==> src/logic/slot_config.svh <==
`ifndef SLOT_CONFIG_SVH
`define SLOT_CONFIG_SVH

////////////////////////////////////////////////////////////
// field widths of the slot records
////////////////////////////////////////////////////////////

`define SLOT_ID_W      8                              // node / slot owner id
`define HOP_CNT_W      2                              // occupant counters, wrap mod 4
`define BUSY_W         2                              // busy code

`define FI_STATE_W     (`BUSY_W + `SLOT_ID_W + `HOP_CNT_W)  // busy, id, c2h
`define LOCAL_STATE_W  (`FI_STATE_W + `HOP_CNT_W)           // busy, id, c2h, c3h

////////////////////////////////////////////////////////////
// busy codes
////////////////////////////////////////////////////////////

`define BUSY_ONE_HOP   2'b00                          // occupied within one hop
`define BUSY_TWO_HOP   2'b01                          // occupied within two hops
`define BUSY_FREE      2'b10
`define BUSY_COLLISION 2'b11

`endif

==> src/logic/slot_pkg.sv <==
`default_nettype none

`include "slot_config.svh"

package slot_pkg;

    ////////////////////////////////////////////////////////////
    // record fields
    ////////////////////////////////////////////////////////////

    typedef logic [`BUSY_W-1:0]    slot_busy_t;     // one of the BUSY_* codes
    typedef logic [`SLOT_ID_W-1:0] node_id_t;
    typedef logic [`HOP_CNT_W-1:0] hop_cnt_t;       // wraps modulo 4

    // fi entry from a received frame, top down: busy, id, c2h
    typedef logic [`FI_STATE_W-1:0] fi_state_t;

    // local record, top down: busy, id, c2h, c3h
    typedef logic [`LOCAL_STATE_W-1:0] local_state_t;

    ////////////////////////////////////////////////////////////
    // update sequencer
    ////////////////////////////////////////////////////////////

    typedef enum logic [1:0] {
        seq_idle,           // waiting for an enable edge
        seq_capture,        // latch fi entry and local record
        seq_decide,         // register the merged record
        seq_publish         // drive result and ready pulse
    } seq_state_t;

endpackage

`default_nettype wire

==> src/logic/update_sequencer.sv <==
`timescale 1ns/10ps
`default_nettype none

`include "slot_config.svh"

module update_sequencer (
    input  wire                         clk,
    input  wire                         reset,
    input  wire                         enable,
    input  wire slot_pkg::node_id_t     fi_sender_id,
    input  wire slot_pkg::node_id_t     local_sender_id,
    input  wire slot_pkg::fi_state_t    fi_state,
    input  wire slot_pkg::local_state_t local_state,
    input  wire slot_pkg::local_state_t next_state,
    output slot_pkg::fi_state_t         fi_q,
    output slot_pkg::local_state_t      local_q,
    output slot_pkg::node_id_t          fi_sender_q,
    output slot_pkg::node_id_t          local_sender_q,
    output slot_pkg::local_state_t      update_state,
    output logic                        update_ready
);

    logic                   enable_q;       // enable one cycle back
    logic                   start;          // rising edge seen while idle
    slot_pkg::seq_state_t   state;
    slot_pkg::local_state_t result_q;       // merged record held for publish

    ////////////////////////////////////////////////////////////
    // enable edge detection
    ////////////////////////////////////////////////////////////

    always_ff @(posedge clk or negedge reset) begin
        if (!reset) begin
            enable_q <= 1'b0;
        end else begin
            enable_q <= enable;
        end
    end

    // edges arriving mid-update are dropped here
    assign start = (state == slot_pkg::seq_idle) && enable && !enable_q;

    ////////////////////////////////////////////////////////////
    // state machine and outputs
    ////////////////////////////////////////////////////////////

    always_ff @(posedge clk or negedge reset) begin
        if (!reset) begin
            state        <= slot_pkg::seq_idle;
            update_state <= '0;
            update_ready <= 1'b0;
        end else begin
            update_ready <= 1'b0;                   // single cycle pulse
            case (state)
                slot_pkg::seq_idle: begin
                    if (start) begin
                        state <= slot_pkg::seq_capture;
                    end
                end
                slot_pkg::seq_capture: begin
                    state <= slot_pkg::seq_decide;
                end
                slot_pkg::seq_decide: begin
                    state <= slot_pkg::seq_publish;
                end
                slot_pkg::seq_publish: begin
                    update_state <= result_q;
                    update_ready <= 1'b1;
                    state        <= slot_pkg::seq_idle;
                end
            endcase
        end
    end

    // input copies and the merged result
    always_ff @(posedge clk) begin
        if (state == slot_pkg::seq_capture) begin
            fi_q           <= fi_state;
            local_q        <= local_state;
            fi_sender_q    <= fi_sender_id;
            local_sender_q <= local_sender_id;
        end
        if (state == slot_pkg::seq_decide) begin
            result_q <= next_state;                 // rules see the captured copies
        end
    end

    ////////////////////////////////////////////////////////////
    // assertions
    ////////////////////////////////////////////////////////////

    a_ready_one_cycle : assert property (@(posedge clk) disable iff (!reset)
        update_ready |=> !update_ready);

    // start sampled at E0, ready set at E0+3, first seen high at E0+4
    a_ready_after_start : assert property (@(posedge clk) disable iff (!reset)
        $rose(update_ready) |-> $past(start, 4));

endmodule

`default_nettype wire

==> src/logic/slot_update_rules.sv <==
`timescale 1ns/10ps
`default_nettype none

`include "slot_config.svh"

module slot_update_rules (
    input  wire slot_pkg::fi_state_t    fi_q,
    input  wire slot_pkg::local_state_t local_q,
    input  wire slot_pkg::node_id_t     fi_sender_q,
    input  wire slot_pkg::node_id_t     local_sender_q,
    output slot_pkg::local_state_t      next_state
);

    ////////////////////////////////////////////////////////////
    // record fields
    ////////////////////////////////////////////////////////////

    slot_pkg::slot_busy_t f_busy;
    slot_pkg::node_id_t   f_id;
    slot_pkg::hop_cnt_t   f_c2h;

    slot_pkg::slot_busy_t l_busy;
    slot_pkg::node_id_t   l_id;
    slot_pkg::hop_cnt_t   l_c2h;
    slot_pkg::hop_cnt_t   l_c3h;

    slot_pkg::slot_busy_t n_busy;
    slot_pkg::node_id_t   n_id;
    slot_pkg::hop_cnt_t   n_c2h;
    slot_pkg::hop_cnt_t   n_c3h;

    assign {f_busy, f_id, f_c2h}        = fi_q;
    assign {l_busy, l_id, l_c2h, l_c3h} = local_q;

    ////////////////////////////////////////////////////////////
    // conditions and count arithmetic
    ////////////////////////////////////////////////////////////

    logic               id_match;       // fi and local name the same owner
    logic               self;           // fi sender claims the slot itself
    logic               own;            // local record is this node's slot
    logic               from_owner;     // fi sent by the local owner
    slot_pkg::hop_cnt_t c3h_add;
    slot_pkg::hop_cnt_t c2h_inc;
    slot_pkg::hop_cnt_t c2h_dec;
    slot_pkg::hop_cnt_t c3h_dec;

    assign id_match   = (f_id == l_id);
    assign self       = (fi_sender_q == f_id);
    assign own        = (l_id == local_sender_q);
    assign from_owner = (fi_sender_q == l_id);

    assign c3h_add = l_c3h + f_c2h;                   // all wrap mod 4
    assign c2h_inc = l_c2h + slot_pkg::hop_cnt_t'(1);
    assign c2h_dec = l_c2h - slot_pkg::hop_cnt_t'(1);
    assign c3h_dec = l_c3h - slot_pkg::hop_cnt_t'(1);

    ////////////////////////////////////////////////////////////
    // merge
    ////////////////////////////////////////////////////////////

    always_comb begin
        // unnamed fields follow the local record
        n_busy = l_busy;
        n_id   = l_id;
        n_c2h  = l_c2h;
        n_c3h  = l_c3h;

        if (id_match) begin
            if (f_busy == `BUSY_ONE_HOP && self) begin
                case (l_busy)
                    `BUSY_COLLISION,
                    `BUSY_TWO_HOP: begin                // owner confirmed one hop away
                        n_busy = `BUSY_ONE_HOP;
                        n_c3h  = c3h_add;
                    end
                    `BUSY_ONE_HOP: begin
                        if (!own) begin
                            n_c3h = c3h_add;            // neighbour still alive
                        end
                    end
                    default: begin
                    end
                endcase
            end else if (f_busy == `BUSY_ONE_HOP && l_busy == `BUSY_TWO_HOP) begin
                n_c3h = c3h_add;
            end
        end else begin
            case (f_busy)
                `BUSY_ONE_HOP: begin
                    if (self) begin
                        case (l_busy)
                            `BUSY_ONE_HOP: begin
                                if (!own) begin
                                    n_busy = `BUSY_COLLISION;   // two direct claimants
                                    n_c3h  = c3h_add;
                                end
                            end
                            `BUSY_TWO_HOP: begin
                                n_c2h = c2h_inc;
                                n_c3h = c3h_add;
                            end
                            `BUSY_FREE: begin                   // take over as one hop
                                n_busy = `BUSY_ONE_HOP;
                                n_id   = f_id;
                                n_c2h  = c2h_inc;
                                n_c3h  = c3h_add;
                            end
                            `BUSY_COLLISION: begin
                            end
                        endcase
                    end else begin
                        case (l_busy)
                            `BUSY_ONE_HOP: begin
                                if (own) begin
                                    n_busy = `BUSY_COLLISION;   // clash with our slot
                                end else begin
                                    n_c2h = c2h_inc;
                                    n_c3h = c3h_add;
                                end
                            end
                            `BUSY_TWO_HOP: begin
                                n_c2h = c2h_inc;
                                n_c3h = c3h_add;
                            end
                            `BUSY_FREE: begin                   // take over as two hop
                                n_busy = `BUSY_TWO_HOP;
                                n_id   = f_id;
                                n_c2h  = c2h_inc;
                                n_c3h  = c3h_add;
                            end
                            `BUSY_COLLISION: begin
                            end
                        endcase
                    end
                end

                `BUSY_TWO_HOP: begin
                    if (l_busy == `BUSY_ONE_HOP || l_busy == `BUSY_FREE) begin
                        n_c3h = c3h_add;
                    end
                end

                `BUSY_FREE: begin
                    // owner reports the slot released
                    if (from_owner && (l_busy == `BUSY_TWO_HOP ||
                                       (l_busy == `BUSY_ONE_HOP && !own))) begin
                        n_busy = `BUSY_FREE;
                        n_id   = '0;
                        n_c2h  = c2h_dec;
                        n_c3h  = c3h_dec;
                    end
                end

                `BUSY_COLLISION: begin
                    if (l_busy != `BUSY_COLLISION) begin
                        n_busy = `BUSY_TWO_HOP;             // fi winner holds the slot
                        n_id   = f_id;
                    end
                end
            endcase
        end
    end

    assign next_state = {n_busy, n_id, n_c2h, n_c3h};

endmodule

`default_nettype wire

==> src/logic/slot_update_top.sv <==
`timescale 1ns/10ps
`default_nettype none

module slot_update_top (
    input  wire                    clk,
    input  wire                    reset,
    input  wire                    enable,
    input  wire slot_pkg::node_id_t     fi_sender_id,
    input  wire slot_pkg::node_id_t     local_sender_id,
    input  wire slot_pkg::fi_state_t    fi_state,
    input  wire slot_pkg::local_state_t local_state,
    output slot_pkg::local_state_t      update_state,
    output logic                        update_ready
);

    slot_pkg::fi_state_t    fi_q;           // captured fi entry
    slot_pkg::local_state_t local_q;        // captured local record
    slot_pkg::node_id_t     fi_sender_q;
    slot_pkg::node_id_t     local_sender_q;
    slot_pkg::local_state_t next_state;     // merged record, combinational

    update_sequencer i_sequencer (
        .clk             (clk),
        .reset           (reset),
        .enable          (enable),
        .fi_sender_id    (fi_sender_id),
        .local_sender_id (local_sender_id),
        .fi_state        (fi_state),
        .local_state     (local_state),
        .next_state      (next_state),
        .fi_q            (fi_q),
        .local_q         (local_q),
        .fi_sender_q     (fi_sender_q),
        .local_sender_q  (local_sender_q),
        .update_state    (update_state),
        .update_ready    (update_ready)
    );

    slot_update_rules i_rules (
        .fi_q           (fi_q),
        .local_q        (local_q),
        .fi_sender_q    (fi_sender_q),
        .local_sender_q (local_sender_q),
        .next_state     (next_state)
    );

endmodule

`default_nettype wire

==> config.mk <==
export PLATFORM = sky130hd
export DESIGN_NAME = slot_update_top
export DESIGN_NICKNAME = d
export VERILOG_FILES = /design/src/logic/slot_pkg.sv /design/src/logic/update_sequencer.sv /design/src/logic/slot_update_rules.sv /design/src/logic/slot_update_top.sv
export VERILOG_INCLUDE_DIRS = /design/src /design/src/logic
export SDC_FILE = /design/constraint.sdc
export NUM_CORES = 1
export LEC_CHECK = 0
export ABC_CLOCK_PERIOD_IN_PS = 3100
export BUFFER_PORTS_ARGS = -buffer_cell sky130_fd_sc_hd__buf_2
export CAP_MARGIN = 20
export CORE_MARGIN = 2
export CORE_UTILIZATION = 50
export DETAILED_ROUTE_END_ITERATION = 16
export GPL_TIMING_DRIVEN = 1
export PLACE_DENSITY = 0.72
export SLEW_MARGIN = 10
export SYNTH_ARGS = -nofsm -noshare
export SYNTH_HDL_FRONTEND = slang
export SYNTH_SLANG_ARGS = --single-unit
export TNS_END_PERCENT = 30
==> constraint.sdc <==
create_clock -name clk -period 3.1 [get_ports clk]
set_input_delay 0.155 -clock clk [delete_from_list [all_inputs] [get_ports clk]]
set_output_delay 0.155 -clock clk [all_outputs]
set_load 0.01 [all_outputs]
==> results.yml, run 1 <==
placement:
  dpl_worst_slack_ns: 0.588
  dp_hpwl_um: 6030
  gp_congestion: 0.889
  port_buffers: 59
yosys:
  ys_types: 51
  mappedNetlistArea_um2: 3790
  synth-seq-cells: 74
  synthFlopType: "edfxtp_1"
  synth_edf_count: 56
  ys_seq_area_frac: 0.562
  yosysTopAreaCell: "edfxtp_1"
  synth_area_leaders: "edfxtp_1 44%, dfrtp_1 12%, xor2_1 4.6%"
  yosysWarningCount: 0
  synth_common_cells: "56 x edfxtp_1, 20 x xor2_1, 19 x xnor2_1"
  synthCells: 299
  avgSynthCellArea_um2: 12.7
  synth_most_common_cell: "edfxtp_1"
  syn-num-nets: 356
  synth-async-reset-ratio: 0.243
  netlist.area_leader.share: 0.443
layout:
  area_growth_syn_to_layout_pct: 28.7
  drive_above_1_share: 0.271
  fillCellCount: 560
  fin_nets: 461
  diodes: 0
worst_setup_path:
  required_ns: 3.21
  crit_type: "flip-flop to flip-flop"
  worstSetupEndpointType: "flip-flop"
  ff2ff_path_depth: 8
  critPathTopFamily: "compound AO/OA/AOI/OAI gates"
  r2r_setup_slack_ns: 0.57
  arrival_ns: 2.63
  path_common_cell: "inv_1"
  worstReg2RegEnd: "i_sequencer.result_q[1]$_DFFE_PP_"
  crit_chain: "inv_1, ha_1, inv_1, a21oi_1, xnor2_1, a311o_1, o32ai_1, a211o_1"
  cp-startpoint: "i_sequencer.local_q[12]$_DFFE_PN_"
  startpoint_type: "flip-flop"
  cp_slowest_cell: "edfxtp_1"
  reg2reg_from: "i_sequencer.local_q[12]$_DFFE_PN_"
  crit_fanout: 10
  cp_slowest_stage_delay_ns: 0.52
  crit_buf_inv: 2
timing:
  worst_pin_slew_ns: 1.03
  max_slew_margin: 0.310
  fin_skew_ns: 0.0102
  fmax_ghz: 0.396
  hold_viol: 0
  period_minus_slack_ns: 2.53
  rsz0062_at_grt: "false"
  finalSetupViolCount: 0
  fin_crit_sh: 0.815
  drv_slew: 0
  worst_slack_ns: 0.575
  finalSetupTns_ns: 0
clock_tree:
  clk_latency_ns: 0.35
  clk_pin_slew_ns: 0.08
  tritoncts: "done"
  root_buffer: "clkbuf_8"
  cts_resized: 0
  h-tree-depth: 3
  numCtsBuffers: 9
  cts.sink_count: 74
  clk_path_buf_depth: 2
die:
  die_h_um: 91.1
  start_util: 0.520
  die-area_um2: 8300
  num_io_pins: 60
  core-area_um2: 7290
  rows: 31
  die_w_um: 91.1
global_route:
  grt_first_pass_wirelength_um: 14900
  grt_max_degree: 43
  grt_util_met3: 0.0481
  grtUsageMet1: 0.271
  use_met2: 0.402
  grt-ovfl-total: 0
  antenna_found_initial: 0
  grt_pass1_vias: 2991
  busiest_layer: "met2"
  grt_usage: 0.233
routing:
  drc_errors: 0
  vias: 2850
  drt-initial-drc-count: 219
  drtAntennaViolNets: 0
  finalWirelength_um: 9170
  routed_via_density: 5.61
  wl_per_cell_um: 18.0
  first_pass_iters: 5
outcome:
  status: "finished clean"
power:
  peakVddDrop_mv: 0.494
  p_per_area_nw_per_um2: 884
  p_leak_nw: 1.88
worst_hold_path:
  hp-class: "input pin to async pin"
flow_run:
  maxCapViolations: 0
## power breakdown
group          internal [W]  total [W]  leakage, nW  switching (W)
clock network      0.000524   0.000901        0.126       0.000378
registers           0.00155    0.00181        0.741       0.000262
logic              0.000679    0.00160         1.01       0.000925
total               0.00275    0.00432         1.88        0.00156
## cell usage in the layout (no fill, tap or decap), drive strengths merged, types with 5 or more instances in the layout
cell	synthesis	layout
buf	1	62
edfxtp	56	56
dlygate4sd3	0	44
xor2	21	21
xnor2	19	19
dfrtp	18	18
inv	15	16
mux2	15	15
nand2	15	15
nor2	14	14
o21ai	14	14
clkbuf	11	13
ha	12	12
a21oi	9	9
nand4	8	8
a22o	8	8
nor4	7	7
nand3	6	6
a211o	5	5
## final cells by class
class	count	area [µm²]	area share
Inverter	15	56.3	0.0115
Clock inverter	3	47.5	0.00974
Clock buffer	13	203	0.0415
Multi-Input combinational cell	198	1560	0.320
Sequential cell	74	2130	0.437
Tap cell	99	124	0.0254
Timing Repair Buffer	106	758	0.155
## timing repair
| item | CTS | global route |
|---|---|---|
| buffers inserted | 0 | 0 |
| endpoints found under the hold margin | 61 | 0 |
| setup endpoints to repair | 0 | 0 |
| hold buffers | 44 | 0 |
## flip-flops by register name, summed over array words and instances (netlist names)
signal	cells
i_sequencer.result_q	14
i_sequencer.update_ready	1
i_sequencer.update_state	14
i_sequencer.local_sender_q	8
i_sequencer.fi_q	12
i_sequencer.local_q	14
i_sequencer.state	2
i_sequencer.fi_sender_q	8
i_sequencer.enable_q	1
## worst max path at each step
| stage | end | slack (ns) | cells after the start |
|---|---|---|---|
| after floorplan | i_sequencer.result_q[3]$_DFFE_PP_ | 0.90 | 7 |
| after global placement | i_sequencer.result_q[8]$_DFFE_PP_ | 0.64 | 7 |
| after detailed placement | i_sequencer.result_q[8]$_DFFE_PP_ | 0.59 | 7 |
| after CTS | i_sequencer.result_q[8]$_DFFE_PP_ | 0.60 | 7 |
| after global routing | i_sequencer.result_q[1]$_DFFE_PP_ | 0.41 | 8 |
| final | i_sequencer.result_q[1]$_DFFE_PP_ | 0.57 | 8 |
## cell families after synthesis
kind of cell,Yosys count,synth area share
compound gates,69,0.140
xor+xnor,40,0.0943
fa+ha+maj,12,0.0396
buf+inv,27,0.0270
flops,74,0.562
mux,16,0.0471
simple gates,61,0.0897
## per-layer routing
layer	part of all wire	routed length, µm
met1	0.41	3720
met2	0.49	4530
met3	0.058	529
met4	0.042	384
met5	0	0
## metrics by stage
| step | cell area (µm²) | utilization | hold slack [ns] | total power, W | cells |
|---|---|---|---|---|---|
| 2_1_floorplan | 3790 | - | -0.141 | 0.00287 | 299 |
| 3_3_place_gp | 4190 | 0.575 | 0.109 | 0.00333 | 448 |
| 3_5_place_dp | 4190 | 0.575 | 0.116 | 0.00338 | 448 |
| 4_1_cts | 4880 | 0.670 | 0.260 | 0.00432 | 508 |
| 5_1_grt | 4880 | 0.670 | 0.298 | 0.00457 | 508 |
| 6_report | 4880 | 0.670 | 0.258 | 0.00432 | 508 |
No activity file was read; power rests on OpenSTA's default activity.
==> run 2, diff against run 1 <==
Settings changed: ABC_CLOCK_PERIOD_IN_PS 3100 to 2200, PLACE_DENSITY 0.72 to 0.75.
Clock period 3.1 ns to 2.2 ns, I/O delays scaled along.
==> run 2 against run 1 <==
- the run now ends with negative setup slack left
- register-to-register slack worse by 0.66 ns
- global-route usage up 4.1 points
- sequential share of layout area down 4.3 points
- via count up 12%
- largest power group is now combinational logic
==> results.yml, run 2 (synthesis results as in run 1) <==
outcome:
  status: "finished, violations left"
  failed_checks: "negative setup slack"
power:
  p_leak_nw: 2.18
  pwr-share-clk: 0.172
  p_per_area_nw_per_um2: 1220
  switching_share: 0.373
  internal_power_w: 0.00415
  peakVddDrop_mv: 0.664
  pwr-share-comb: 0.449
  power_switching_w: 0.00247
  p_seq_frac: 0.379
timing:
  hold_viol: 0
  worst_pin_slew_ns: 0.645
  fmax_ghz: 0.438
  period_minus_slack_ns: 2.28
  max_slew_margin: 0.570
  finalSetupTns_ns: -0.419
  fin_skew_ns: 0.00916
  finalSetupViolCount: 11
  fin_crit_sh: 1.04
  drv_slew: 0
  rsz0062_at_grt: "true"
  worst_slack_ns: -0.0812
  hold_slack_ns: 0.227
worst_setup_path:
  worstSetupEndpointType: "flip-flop"
  required_ns: 2.30
  startpoint_type: "flip-flop"
  crit_type: "flip-flop to flip-flop"
  arrival_ns: 2.39
  crit_fanout: 4
die:
  die-area_um2: 8300
  start_util: 0.520
  rows: 31
  die_w_um: 91.1
  die_h_um: 91.1
  core-area_um2: 7290
  num_io_pins: 60
clock_tree:
  numCtsBuffers: 9
  clk_path_buf_depth: 2
  clk_pin_slew_ns: 0.09
  root_buffer: "clkbuf_8"
  h-tree-depth: 3
  cts.sink_count: 74
  tritoncts: "done"
  clk_latency_ns: 0.35
layout:
  fillCellCount: 498
  stdcell_area_um2: 5410
  fin_util: 0.742
  multiInputGateArea_um2: 1660
  reg.largest.list: "i_sequencer.local_q x14, i_sequencer.result_q x14, i_sequencer.update_state x14"
  final_cell_mix: "59 x buf_2, 59 x buf_4, 56 x edfxtp_1"
  fin_nets: 520
  drive_above_1_share: 0.385
  diodes: 0
  area_growth_syn_to_layout_pct: 42.6
  regArea_um2: 2130
global_route:
  grt-ovfl-total: 0
  antenna_found_initial: 0
  grt_pass1_vias: 3364
  grt_max_degree: 33
  grt_usage: 0.274
  grt_first_pass_wirelength_um: 17300
routing:
  wl_per_cell_um: 18.9
  vias: 3184
  drc_errors: 0
  drt-initial-drc-count: 344
  first_pass_iters: 5
  drtAntennaViolNets: 0
  finalWirelength_um: 10700
  routed_via_density: 5.62
worst_hold_path:
  hp-class: "input pin to async pin"
flow_run:
  maxCapViolations: 0
placement:
  gp_congestion: 0.935
  port_buffers: 59
  dp_hpwl_um: 6590
  placed_area_um2: 4590
## run 2: critical path, stage by stage, from the launching register on
cell and delay, ns:
edfxtp_1 0.47, xor2_1 0.23, buf_4 0.17, nor4_4 0.27, nand2_2 0.11, o211ai_4 0.23
buf_4 0.16, o221ai_1 0.09, a221o_1 0.30
## run 2: worst paths after layout
check	start	endpoint	slack (ns)	depth (start not counted)
max	i_sequencer.local_q[5]$_DFFE_PN_	i_sequencer.result_q[3]$_DFFE_PP_	-0.08	8
min	reset	i_sequencer.update_state[9]$_DFFE_PN0P_	0.23	2
max reg2reg	i_sequencer.local_q[5]$_DFFE_PN_	i_sequencer.result_q[3]$_DFFE_PP_	-0.08	8
min reg2reg	i_sequencer.result_q[3]$_DFFE_PP_	i_sequencer.update_state[3]$_DFFE_PN0P_	0.48	1
max in group asynchronous	reset	i_sequencer.update_state[8]$_DFFE_PN0P_	1.69	2
min in group clk	enable	i_sequencer.enable_q$_DFF_PN0_	0.45	2
## run 2: area by class of cell
type,count,share of cell area
Tap cell,99,0.0229
Clock inverter,5,0.0109
Clock buffer,11,0.0282
Multi-Input combinational cell,198,0.307
Timing Repair Buffer,165,0.227
Inverter,15,0.0104
Sequential cell,74,0.394
## run 2: timing repair
action / 4_1_cts / 5_1_grt
endpoints found under the hold margin: 61 / 0
endpoints found under the setup margin: 14 / 14
hold buffers: 44 / 0
pin swaps: 1 / 7
buffers inserted: 4 / 5
resized for setup: 10 / 7
## run 2: through the flow
| step | std cells | setup WS (ns) | total power, W |
|---|---|---|---|
| after CTS | 562 | -0.0336 | 0.00645 |
| after detailed placement | 498 | -0.319 | 0.00514 |
| after global placement | 498 | -0.289 | 0.00508 |
| final | 567 | -0.0812 | 0.00662 |
| after global routing | 567 | -0.177 | 0.00699 |
| after floorplan | 299 | 0.00469 | 0.00404 |
## run 2: power groups by stage
stage / clock (W) / sequential [W] / combinational (W)
2_1_floorplan: 0 / 0.00254 / 0.00151
5_1_grt: 0.00123 / 0.00257 / 0.00320
3_3_place_gp: 0 / 0.00250 / 0.00258
6_report: 0.00114 / 0.00251 / 0.00297
3_5_place_dp: 0 / 0.00252 / 0.00262
4_1_cts: 0.00115 / 0.00249 / 0.00281
## run 2: routing by layer
| metal | vias up | routed length, µm | global-route usage |
|---|---|---|---|
| met5 | - | 0 | 0 |
| met4 | 0 | 328 | 0.105 |
| met3 | 33 | 847 | 0.0813 |
| met2 | 167 | 5450 | 0.469 |
| met1 | 1519 | 4100 | 0.326 |
| li1 | 1465 | - | - |
==> run 3, diff against run 2 <==
Settings changed: SYNTH_HIERARCHICAL set to 1.
==> run 3 against run 2 <==
- the flow still finishes with violations (negative setup slack)
- critical path type unchanged
- combinational power shrank 11%
- clock power shrank 4%
- sequential cell count is the same
- global-route usage shrank 3.6 points
- worst setup slack lost 0.010 ns
- sequential power shrank 2%
- critical endpoint is now i_sequencer/result_q[1]$_DFFE_PN_
- final cell count shrank 2.8%
- sequential share of layout area grew 1.8 points
==> results.yml, run 3 <==
yosys:
  synth-seq-cells: 74
  yosysTopAreaCell: "edfxtp_1"
  ys_types: 49
  synthFlopType: "edfxtp_1"
  ys_seq_area_frac: 0.584
  yosysWarningCount: 6
  synth-async-reset-ratio: 0.243
  mappedNetlistArea_um2: 3650
  synth_most_common_cell: "edfxtp_1"
  synth_edf_count: 56
  avgSynthCellArea_um2: 12.8
  synth_area_leaders: "edfxtp_1 46%, dfrtp_1 12%, xor2_1 6.5%"
  synth_common_cells: "56 x edfxtp_1, 27 x xor2_1, 18 x dfrtp_1, 18 x nor2_1, 15 x nand2_1"
  synthCells: 286
  syn-num-nets: 342
  netlist.area_leader.share: 0.460
timing:
  finalSetupViolCount: 12
  fin_skew_ns: 0.00746
  max_slew_margin: 0.582
  hold_slack_ns: 0.225
  drv_slew: 0
  worst_pin_slew_ns: 0.627
  rsz0062_at_grt: "true"
  worst_slack_ns: -0.0914
  fin_crit_sh: 1.04
  hold_viol: 0
  period_minus_slack_ns: 2.29
  fmax_ghz: 0.436
power:
  p_leak_nw: 2.13
  p_per_area_nw_per_um2: 1200
  peakVddDrop_mv: 0.666
routing:
  drtAntennaViolNets: 0
  drt-initial-drc-count: 253
  vias: 2909
  finalWirelength_um: 9050
  drc_errors: 0
  wl_per_cell_um: 16.4
  routed_via_density: 5.28
  first_pass_iters: 7
worst_setup_path:
  crit_chain: "buf_6, xor2_1, nor4_2, buf_4, o2111ai_4, buf_4, nor2_2, xor2_1, a311o_1"
  crit_fanout: 4
  cp_slowest_cell: "edfxtp_1"
  crit_type: "flip-flop to flip-flop"
  arrival_ns: 2.39
  startpoint_type: "flip-flop"
  cp_slowest_stage_delay_ns: 0.48
  worstSetupEndpointType: "flip-flop"
  required_ns: 2.30
layout:
  stdcell_area_um2: 5180
  drive_above_1_share: 0.367
  final_cell_mix: "59 x buf_2, 56 x edfxtp_1, 55 x buf_4"
  fillCellCount: 486
  area_growth_syn_to_layout_pct: 41.7
  diodes: 0
  final_common_cell: "buf_2"
  regArea_um2: 2130
  fin_nets: 503
  multiInputGateArea_um2: 1500
  reg.largest.list: "i_sequencer/local_q x14, i_sequencer/result_q x14, i_sequencer/update_state x14"
  fin_util: 0.721
global_route:
  antenna_found_initial: 0
  grt_max_degree: 43
  grt_pass1_vias: 2908
  grt_usage: 0.238
  grt_first_pass_wirelength_um: 13900
  grt-ovfl-total: 0
clock_tree:
  tritoncts: "done"
  clk_pin_slew_ns: 0.08
  clk_latency_ns: 0.35
  cts.sink_count: 74
  h-tree-depth: 3
  numCtsBuffers: 9
  clk_path_buf_depth: 2
  root_buffer: "clkbuf_8"
die:
  rows: 31
  num_io_pins: 60
  die-area_um2: 8000
  die_w_um: 89.5
  core-area_um2: 7180
  die_h_um: 89.5
  start_util: 0.509
placement:
  dp_hpwl_um: 5870
  port_buffers: 59
  placed_area_um2: 4450
  dpl_worst_slack_ns: -0.100
  gp_congestion: 0.909
outcome:
  status: "finished, violations left"
  failed_checks: "negative setup slack"
worst_hold_path:
  hp-class: "input pin to async pin"
flow_run:
  maxCapViolations: 0
==> run 3: cell count changes after synthesis, moves of 4 or more <==
cell / previous run / this run
a21oi_1: 8 / 12
o21ai_0: 14 / 9
nor2_1: 14 / 18
xnor2_1: 19 / 10
xor2_1: 20 / 27
inv_1: 15 / 9
nand4_1: 8 / 3
a22o_1: 6 / 10
==> run 3: path summary, 6_finish.rpt <==
path                            cells after the start                               start  slack [ns]                                  endpoint
worst min register to register                      1  i_sequencer/result_q[11]$_DFFE_PN_        0.48  i_sequencer/update_state[11]$_DFFE_PN0P_
worst max-delay path                                9    i_sequencer/local_q[6]$_DFFE_PN_       -0.09         i_sequencer/result_q[1]$_DFFE_PN_
min in group clk                                    2                              enable        0.43            i_sequencer/enable_q$_DFF_PN0_
worst max register to register                      9    i_sequencer/local_q[6]$_DFFE_PN_       -0.09         i_sequencer/result_q[1]$_DFFE_PN_
max in group asynchronous                           2                               reset        1.69   i_sequencer/update_state[4]$_DFFE_PN0P_
worst min-delay path                                2                               reset        0.22   i_sequencer/update_state[1]$_DFFE_PN0P_
==> run 3: metrics by stage <==
stage / std cells / TNS [ns] / total power [W]
finish: 551 / -0.674 / 0.00620
global route: 551 / -2.17 / 0.00658
CTS: 550 / -0.0155 / 0.00615
detailed placement: 490 / -0.759 / 0.00493
global placement: 490 / -0.833 / 0.00485
floorplan: 286 / -0.0304 / 0.00395
==> run 3: repair_timing <==
action	CTS	global route
setup buffers	0	1
resized for setup	8	6
hold endpoints to repair	61	0
hold buffers	44	0
pin swaps	6	16
gates cloned	0	0
setup endpoints to repair	11	14
==> run 3: logic make-up (layout without fill, tap and decap cells) <==
kind of cell    after synthesis  after routing  synth area share
buf+inv                      21            187            0.0236
xor+xnor                     37             37            0.0887
simple gates                 59             59            0.0791
compound gates               68             68             0.138
fa+ha+maj                    11             11            0.0377
mux                          16             16            0.0493
flops                        74             74             0.584
==> run 3: critical path: cells and delay by family, from the launching register on <==
| family | cells | cell delay, ns |
|---|---|---|
| xor gates and xnor gates | 2 | 0.24 |
| buffers and inverters | 3 | 0.52 |
| and+or+nand+nor | 2 | 0.40 |
| DFF | 1 | 0.48 |
| AOI/OAI and AO/OA | 2 | 0.40 |
==> run 3: final cells by class <==
class,count,area share
tap,99,0.0239
clock inverter,7,0.0160
inverter,11,0.00798
clock buffer,9,0.0239
sequential,74,0.412
timing repair buffer,160,0.226
multi-input combinational,191,0.290
==> run 3: report_power, final <==
| group | internal (W) | total (W) | switching [W] |
|---|---|---|---|
| clock | 0.000544 | 0.00110 | 0.000554 |
| combinational | 0.00126 | 0.00263 | 0.00137 |
| sequential | 0.00217 | 0.00247 | 0.000299 |
==> run 3: routing by layer <==
metal	GRT usage	routed length, µm	vias up
li1	-	-	1395
met1	0.303	3770	1377
met2	0.392	4550	117
met3	0.0545	507	20
met4	0.100	223	0
met5	0	0	-
